[config.mk]
export PLATFORM = sky130hd
export DESIGN_NAME = arcade_shell_top
export DESIGN_NICKNAME = d
export VERILOG_FILES = /design/src/hw/shell_cfg_pkg.sv /design/src/hw/shell_io_pkg.sv /design/src/hw/cfg_regs_axil.sv /design/src/hw/key_decoder.sv /design/src/hw/control_mapper.sv /design/src/hw/video_shaper.sv /design/src/hw/sigma_delta_dac.sv /design/src/hw/arcade_shell_top.sv
export SDC_FILE = /design/constraint.sdc
export NUM_CORES = 1
export LEC_CHECK = 0
export ABC_CLOCK_PERIOD_IN_PS = 3260
export CORE_MARGIN = 3
export CORE_UTILIZATION = 50
export DETAILED_ROUTE_END_ITERATION = 12
export DONT_BUFFER_PORTS = 1
export PLACE_DENSITY = 0.71
export SYNTH_ARGS = -nofsm -noshare
export SYNTH_HDL_FRONTEND = slang
export SYNTH_HIERARCHICAL = 1
export SYNTH_SLANG_ARGS = --single-unit
[constraint.sdc]
create_clock -name clock_24 -period 3.26 [get_ports clock_24]
set_input_delay 0.326 -clock clock_24 [delete_from_list [all_inputs] [get_ports clock_24]]
set_output_delay 0.326 -clock clock_24 [all_outputs]
set_load 0.05 [all_outputs]
[src/hw/shell_cfg_pkg.sv]
package shell_cfg_pkg;

	localparam logic [3:0] ADDR_CFG = 4'h0;
	localparam logic [3:0] ADDR_ID = 4'h4;
	localparam logic [31:0] SHELL_ID = 32'h5348_4c31;  // ASCII "SHL1"
	localparam logic [1:0] RESP_OKAY = 2'b00;

	typedef struct packed {
		logic [25:0] rsvd_hi;
		logic scandoubler_disable;
		logic [1:0] scanlines;  // Quarters dimmed, 0 is off
		logic rotate;  // 0 selects the rotated mapping
		logic rsvd_lo;
		logic soft_reset;
	} cfg_fields_t;

	typedef union packed {
		logic [31:0] raw;
		cfg_fields_t fields;
	} cfg_word_t;

	typedef struct packed {
		logic [3:0] awaddr;
		logic awvalid;
		logic [31:0] wdata;
		logic [3:0] wstrb;
		logic wvalid;
		logic bready;
		logic [3:0] araddr;
		logic arvalid;
		logic rready;
	} axil_req_t;

	typedef struct packed {
		logic awready;
		logic wready;
		logic bvalid;
		logic [1:0] bresp;
		logic arready;
		logic rvalid;
		logic [31:0] rdata;
		logic [1:0] rresp;
	} axil_rsp_t;

endpackage

[src/hw/shell_io_pkg.sv]
package shell_io_pkg;

	typedef struct packed {
		logic strobe;
		logic pressed;
		logic [7:0] code;  // PS/2 set 2 scan code
	} key_event_t;

	typedef struct packed {
		logic [2:0] unused;
		logic fire;
		logic up;
		logic down;
		logic left;
		logic right;  // Bit 0
	} joy_t;

	typedef struct packed {
		logic up;
		logic down;
		logic left;
		logic right;
		logic fire;
		logic coin;
		logic start1;
		logic start2;
	} player_ctrl_t;

	typedef struct packed {
		logic [2:0] r;
		logic [2:0] g;
		logic [1:0] b;
		logic hs;
		logic vs;
		logic blank_n;
	} core_pixel_t;

	typedef struct packed {
		logic [5:0] r;
		logic [5:0] g;
		logic [5:0] b;
		logic hs;
		logic vs;
	} vga_pixel_t;

endpackage

[src/hw/cfg_regs_axil.sv]
`timescale 1ns/10ps

module cfg_regs_axil #(
	parameter int ADDR_W = 4
) (
	input logic clock_24,
	input logic rst_n,
	input shell_cfg_pkg::axil_req_t axil_req,
	output shell_cfg_pkg::axil_rsp_t axil_rsp,
	output shell_cfg_pkg::cfg_word_t cfg,
	output logic core_reset
);
	import shell_cfg_pkg::*;

	cfg_word_t cfg_q;
	logic [31:0] wr_merged;
	logic [31:0] rd_word;
	logic [31:0] rdata_q;
	logic [ADDR_W-1:0] wr_addr;
	logic [ADDR_W-1:0] rd_addr;
	logic bvalid_q;
	logic rvalid_q;
	logic wr_fire;
	logic rd_fire;

	assign wr_addr = axil_req.awaddr[ADDR_W-1:0];
	assign rd_addr = axil_req.araddr[ADDR_W-1:0];
	assign wr_fire = axil_req.awvalid & axil_req.wvalid & ~bvalid_q;  // Address and data together
	assign rd_fire = axil_req.arvalid & ~rvalid_q;

	always_comb begin
		wr_merged = cfg_q.raw;
		for (int i = 0; i < 4; i++) begin
			if (axil_req.wstrb[i]) begin
				wr_merged[8*i +: 8] = axil_req.wdata[8*i +: 8];
			end
		end
	end

	always_comb begin
		if (rd_addr == ADDR_CFG[ADDR_W-1:0]) begin
			rd_word = cfg_q.raw;
		end else if (rd_addr == ADDR_ID[ADDR_W-1:0]) begin
			rd_word = SHELL_ID;
		end else begin
			rd_word = '0;  // Unmapped
		end
	end

	always_ff @(posedge clock_24 or negedge rst_n) begin
		if (!rst_n) begin
			cfg_q <= '0;
			bvalid_q <= 1'b0;
			rvalid_q <= 1'b0;
			rdata_q <= '0;
		end else begin
			if (wr_fire && wr_addr == ADDR_CFG[ADDR_W-1:0]) begin
				cfg_q.raw <= wr_merged;
			end
			if (wr_fire) begin
				bvalid_q <= 1'b1;
			end else if (axil_req.bready) begin
				bvalid_q <= 1'b0;
			end
			if (rd_fire) begin
				rvalid_q <= 1'b1;
				rdata_q <= rd_word;
			end else if (axil_req.rready) begin
				rvalid_q <= 1'b0;
			end
		end
	end

	always_comb begin
		axil_rsp.awready = wr_fire;
		axil_rsp.wready = wr_fire;
		axil_rsp.bvalid = bvalid_q;
		axil_rsp.bresp = RESP_OKAY;
		axil_rsp.arready = ~rvalid_q;  // Blocked while a read is pending
		axil_rsp.rvalid = rvalid_q;
		axil_rsp.rdata = rdata_q;
		axil_rsp.rresp = RESP_OKAY;
	end

	assign cfg = cfg_q;
	assign core_reset = ~rst_n | cfg_q.fields.soft_reset;  // One reset for the core

endmodule

[src/hw/key_decoder.sv]
`timescale 1ns/10ps

module key_decoder (
	input logic clock_24,
	input logic rst_n,
	input shell_io_pkg::key_event_t key,
	output shell_io_pkg::player_ctrl_t keys
);

	// Each mapped key keeps its last pressed or released state
	always_ff @(posedge clock_24 or negedge rst_n) begin
		if (!rst_n) begin
			keys <= '0;
		end else if (key.strobe) begin
			case (key.code)
				8'h75: keys.up <= key.pressed;  // Cursor up
				8'h72: keys.down <= key.pressed;  // Cursor down
				8'h6B: keys.left <= key.pressed;  // Cursor left
				8'h74: keys.right <= key.pressed;  // Cursor right
				8'h76: keys.coin <= key.pressed;  // Esc
				8'h05: keys.start1 <= key.pressed;  // F1
				8'h06: keys.start2 <= key.pressed;  // F2
				8'h29: keys.fire <= key.pressed;  // Space
				default: ;
			endcase
		end
	end

endmodule

[src/hw/control_mapper.sv]
`timescale 1ns/10ps

module control_mapper (
	input shell_io_pkg::player_ctrl_t keys,
	input shell_io_pkg::joy_t joy_0,
	input shell_io_pkg::joy_t joy_1,
	input shell_cfg_pkg::cfg_word_t cfg,
	output shell_io_pkg::player_ctrl_t ctrl
);

	logic up_any;
	logic down_any;
	logic left_any;
	logic right_any;

	assign up_any = keys.up | joy_0.up | joy_1.up;
	assign down_any = keys.down | joy_0.down | joy_1.down;
	assign left_any = keys.left | joy_0.left | joy_1.left;
	assign right_any = keys.right | joy_0.right | joy_1.right;

	always_comb begin
		ctrl = keys;  // Coin and starts pass through
		ctrl.fire = keys.fire | joy_0.fire | joy_1.fire;
		if (!cfg.fields.rotate) begin
			// Monitor turned on its side
			ctrl.up = left_any;
			ctrl.down = right_any;
			ctrl.left = down_any;
			ctrl.right = up_any;
		end else begin
			ctrl.up = up_any;
			ctrl.down = down_any;
			ctrl.left = left_any;
			ctrl.right = right_any;
		end
	end

endmodule

[src/hw/video_shaper.sv]
`timescale 1ns/10ps

module video_shaper (
	input logic clock_24,
	input logic rst_n,
	input shell_io_pkg::core_pixel_t pix_in,
	input shell_cfg_pkg::cfg_word_t cfg,
	output shell_io_pkg::vga_pixel_t pix_out
);
	import shell_io_pkg::*;

	vga_pixel_t pix_next;
	logic [2:0] b_wide;
	logic hs_prev;
	logic vs_prev;
	logic odd_line;
	logic dim_en;

	// Takes away n quarters of c, each shifted term rounded down
	function automatic logic [5:0] dim(input logic [5:0] c, input logic [1:0] n);
		case (n)
			2'd1: dim = c - {2'b00, c[5:2]};
			2'd2: dim = c - {1'b0, c[5:1]};
			2'd3: dim = c - {1'b0, c[5:1]} - {2'b00, c[5:2]};
			default: dim = c;
		endcase
	endfunction

	assign b_wide = {pix_in.b, pix_in.b[1]};
	assign dim_en = odd_line & (cfg.fields.scanlines != 2'd0) & ~cfg.fields.scandoubler_disable;

	always_comb begin
		pix_next.hs = pix_in.hs;
		pix_next.vs = pix_in.vs;
		if (pix_in.blank_n) begin
			pix_next.r = {pix_in.r, pix_in.r};
			pix_next.g = {pix_in.g, pix_in.g};
			pix_next.b = {b_wide, b_wide};
		end else begin
			pix_next.r = '0;
			pix_next.g = '0;
			pix_next.b = '0;
		end
		if (dim_en) begin
			pix_next.r = dim(pix_next.r, cfg.fields.scanlines);
			pix_next.g = dim(pix_next.g, cfg.fields.scanlines);
			pix_next.b = dim(pix_next.b, cfg.fields.scanlines);
		end
	end

	always_ff @(posedge clock_24 or negedge rst_n) begin
		if (!rst_n) begin
			hs_prev <= 1'b0;
			vs_prev <= 1'b0;
			odd_line <= 1'b0;
			pix_out <= '0;
		end else begin
			hs_prev <= pix_in.hs;
			vs_prev <= pix_in.vs;
			if (pix_in.vs && !vs_prev) begin
				odd_line <= 1'b0;  // New frame starts even
			end else if (!pix_in.hs && hs_prev) begin
				odd_line <= ~odd_line;
			end
			pix_out <= pix_next;
		end
	end

endmodule

[src/hw/sigma_delta_dac.sv]
`timescale 1ns/10ps

module sigma_delta_dac #(
	parameter int DAC_W = 16
) (
	input logic clock_24,
	input logic rst_n,
	input logic [15:0] sample,
	output logic audio_out
);

	logic [15:0] offset_bin;
	logic [DAC_W-1:0] level;
	logic [DAC_W-1:0] acc;
	logic [DAC_W:0] sum;

	assign offset_bin = {~sample[15], sample[14:0]};  // Signed to offset binary
	assign level = offset_bin[15 -: DAC_W];  // Top bits if narrower
	assign sum = {1'b0, acc} + {1'b0, level};

	always_ff @(posedge clock_24 or negedge rst_n) begin
		if (!rst_n) begin
			acc <= '0;
			audio_out <= 1'b0;
		end else begin
			acc <= sum[DAC_W-1:0];
			audio_out <= sum[DAC_W];  // Carry is the pulse
		end
	end

endmodule

[src/hw/arcade_shell_top.sv]
`timescale 1ns/10ps

module arcade_shell_top #(
	parameter int ADDR_W = 4,
	parameter int DAC_W = 16
) (
	input logic clock_24,
	input logic rst_n,
	input shell_cfg_pkg::axil_req_t axil_req,
	output shell_cfg_pkg::axil_rsp_t axil_rsp,
	input shell_io_pkg::key_event_t key,
	input shell_io_pkg::joy_t joy_0,
	input shell_io_pkg::joy_t joy_1,
	input shell_io_pkg::core_pixel_t core_pix,
	input logic [15:0] core_audio,
	output shell_io_pkg::player_ctrl_t ctrl,
	output logic core_reset,
	output shell_io_pkg::vga_pixel_t vga,
	output logic audio_out
);
	import shell_cfg_pkg::*;
	import shell_io_pkg::*;

	cfg_word_t cfg;
	player_ctrl_t keys;  // Keyboard state before merging

	cfg_regs_axil #(
		.ADDR_W(ADDR_W)
	) i_cfg_regs (
		.clock_24(clock_24),
		.rst_n(rst_n),
		.axil_req(axil_req),
		.axil_rsp(axil_rsp),
		.cfg(cfg),
		.core_reset(core_reset)
	);

	key_decoder i_key_decoder (
		.clock_24(clock_24),
		.rst_n(rst_n),
		.key(key),
		.keys(keys)
	);

	control_mapper i_control_mapper (
		.keys(keys),
		.joy_0(joy_0),
		.joy_1(joy_1),
		.cfg(cfg),
		.ctrl(ctrl)
	);

	video_shaper i_video_shaper (
		.clock_24(clock_24),
		.rst_n(rst_n),
		.pix_in(core_pix),
		.cfg(cfg),
		.pix_out(vga)
	);

	sigma_delta_dac #(
		.DAC_W(DAC_W)
	) i_dac (
		.clock_24(clock_24),
		.rst_n(rst_n),
		.sample(core_audio),
		.audio_out(audio_out)
	);

endmodule

==> run metrics <==
Hold Crit Class=input pin to register; min-delay src=core_pix[1]; residual DRC count=0; Clock transition at path regs=about 70 ps; Worst VDD drop=~0.27 mV; R2R setup slack=370 ps; cells along the critical path=nand2_1, o21ai_0, ha_1, nor2b_1, o31a_1, nor4b_2, a2bb2oi_1, o211ai_1, xnor2_1; hold path depth=1; fmax=between 0.3 and 0.4 GHz; Tcrit/Tclk final=0.886; Longest Clk Path Bufs=2; largest stage delay on the critical path=roughly 600 ps; Rows=41; Starting Density=0.517; Die W=roughly 120 microns; max-cap violation count=0; clock root buffer master=clkbuf_16; largest net degree at the start of global routing=between 100 and 150; first-pass GRT wire length=23.9 mm; Critical R2R Capture=i_video_shaper/pix_out[19]; Ys Warns=6; Post-CTS Resized=0; Startpoint Class=register; Setup Buffers After CTS=0; Yosys top cell by area=dfrtp_1; unrepaired setup endpoints after global routing=no; die height=about 120 microns; Core Region=~13,000 sq um; TritonCTS Buffers=9; CTS Hold Bufs=4; r2r startpoint=i_cfg_regs/cfg[4]; pre-CTS setup slack=227 ps; met2 usage=0.318; Buffers on Ports=0; fraction of synthesis flops using an asynchronous set or reset pin=1.00; area share of the largest cell type after synthesis=0.425; most numerous cell in the Yosys netlist=dfrtp_1; post-layout min period=2890 ps; sequential share of the synthesized area=0.425; status=complete, no violations; Initial DRC Count=around 400; Final Max Tran Viols=0; flops & latches, synth=112; worst setup margin=between 300 and 400 ps; setup_tns=0 ps; EDFF count, synth=0; die footprint=roughly 15,000 sq um; # nets final=764; kind of cell adding the most delay to the critical path=compound AO/OA/AOI/OAI gates; WP data arrival=about 3100 ps; GRT busiest layer=met2; Top FF cell, synth=dfrtp_1; gpl congestion=just over 0.9; Synth cell types=80; Worst Tran Pin Value=roughly 1100 ps; Worst Path Max Fanout=12; H-tree levels=3; post-DP HPWL=11.2 mm; Worst Path Buf+Inv=0; CP max-delay cell=dfrtp_1; Clock Latency Late Sink=roughly 350 ps; worst endpoint required time=3490 ps; met1 Use GR=0.261; Congestion Overflow GR=0; WL final=roughly 15 mm; Worst setup EP type=register; Setup CP Type=register to register; met3 track demand over resource=0.0503; final setup vio count=0; Leak=between 3 and 4 nW; Final ANT Viol Nets=0; Sinks on Clock Net=around 110; synthesized area per cell=between 10 and 15 sq um; Hold Vio Cnt, Final=0; largest cells by area after synthesis=dfrtp_1, ha_1, mux2_2, nor3_1, a22o_1; vias in the first global route=about 4,700; DR WL/cell=18.6 microns; GRT Resource Usage Total=0.202; Worst Clk Skew=10.3 ps; area grow syn2layout=6.26%; Relative slew margins=0.248; PwrDens=approximately 660 nW/um^2; drt pass-1 iters=5; r2r worst-path depth=9; cell count after synthesis=636; Worst Hold End=i_video_shaper/odd_line; layout cells sized above 1=0.132; Vias=around 4,800; vias per inst=about 6; most frequent cells after synthesis=dfrtp_1, nor3_1, ha_1; Synth Cell Area=6600 sq um; top-level I/O count=between 150 and 200; CTS tree=yes; initial antenna violation count=1
power breakdown:
group,total (mW),internal [mW],switching (mW)
registers,2.02,1.63,0.398
logic,1.44,0.614,0.830
clock network,1.14,0.611,0.526
total,4.61,2.85,1.75
logic make-up (layout without fill, tap and decap cells):
kind of cell,count (synthesis),after routing,share of synthesized area
simple gates,180,180,0.148
other cells,1,5,0.000568
fa+ha+maj,42,42,0.0853
compound gates,149,149,0.166
buf+inv,77,61,0.0588
flops,112,112,0.425
xor+xnor,28,28,0.0372
mux,47,47,0.0789
sequential cells by signal (all words and copies together), names as in the netlist:
| register | flops |
|---|---|
| i_video_shaper/vs_prev | 1 |
| i_dac/acc | 16 |
| i_cfg_regs/cfg | 32 |
| i_video_shaper/odd_line | 1 |
| i_key_decoder/keys | 8 |
| i_video_shaper/hs_prev | 1 |
| i_video_shaper/pix_out | 18 |
| i_cfg_regs/rdata_q | 32 |
| i_dac/audio_out | 1 |
| i_cfg_regs/bvalid_q | 1 |
| i_cfg_regs/rvalid_q | 1 |
worst register-to-register path: stages (launching register included):
cell and delay [ps]:
dfrtp_1 600, nand2_1 330, o21ai_0 340, ha_1 280, nor2b_1 150, o31a_1 270, nor4b_2 370, a2bb2oi_1 200
o211ai_1 110, xnor2_1 130
cells in the final DEF, fill, tap and decap left out, types with 6 or more instances in the layout:
cell type / n
o21ai_0: 21
nor3_1: 39
a21o_1: 14
nor2_1: 34
buf_4: 11
ha_1: 37
and3_1: 8
dfrtp_1: 112
clkbuf_16: 9
mux2_1: 8
and2_1: 6
xnor2_1: 20
a21oi_1: 30
a22o_1: 20
xor2_1: 8
inv_1: 29
mux2_2: 32
nand2b_1: 9
nor2b_1: 9
nand2_1: 34
mux2i_1: 7
worst max path at each step:
stage	cells after the start	endpoint	startpoint	slack (ps)
floorplan	15	i_video_shaper/pix_out[12]	core_pix[0]	30
global placement	13	i_video_shaper/pix_out[19]	core_pix[9]	310
finish	9	i_video_shaper/pix_out[19]	i_cfg_regs/cfg[4]	370
global route	9	i_video_shaper/pix_out[19]	i_cfg_regs/cfg[4]	220
detailed placement	11	i_video_shaper/pix_out[19]	core_pix[9]	230
CTS	9	i_video_shaper/pix_out[13]	i_cfg_regs/cfg[4]	420
cell type report:
type                    count  area [sq um]
inverters                  30           113
flip-flops and latches    112          2800
clock buffers               9           225
diodes                      1          2.50
well taps                 172           215
clock inverters             7          88.8
repair buffers             15           140
fillers                  1104          5760
multi-input cells         450          3420
per-stage QoR:
step	std cells	cell area, sq um	power (mW)	util	hold WS (ps)
after global placement	775	6640	3.39	0.520	33.0
after detailed placement	775	6640	3.45	0.520	33.9
final	796	7010	4.61	0.549	57.0
after global routing	796	7010	4.90	0.549	47.2
after floorplan	639	6610	3.22	-	30.4
after CTS	795	7010	4.63	0.549	44.5
layer usage:
metal | share of wire | vias to the layer above | wire length [microns]
met2 | 0.48 | 173 | 7160
met4 | 0.029 | 0 | 423
met1 | 0.41 | 2324 | 6130
li1 | - | 2252 | -
met3 | 0.074 | 25 | 1100
met5 | 0 | - | 0
No activity file was read; power rests on OpenSTA's default activity.
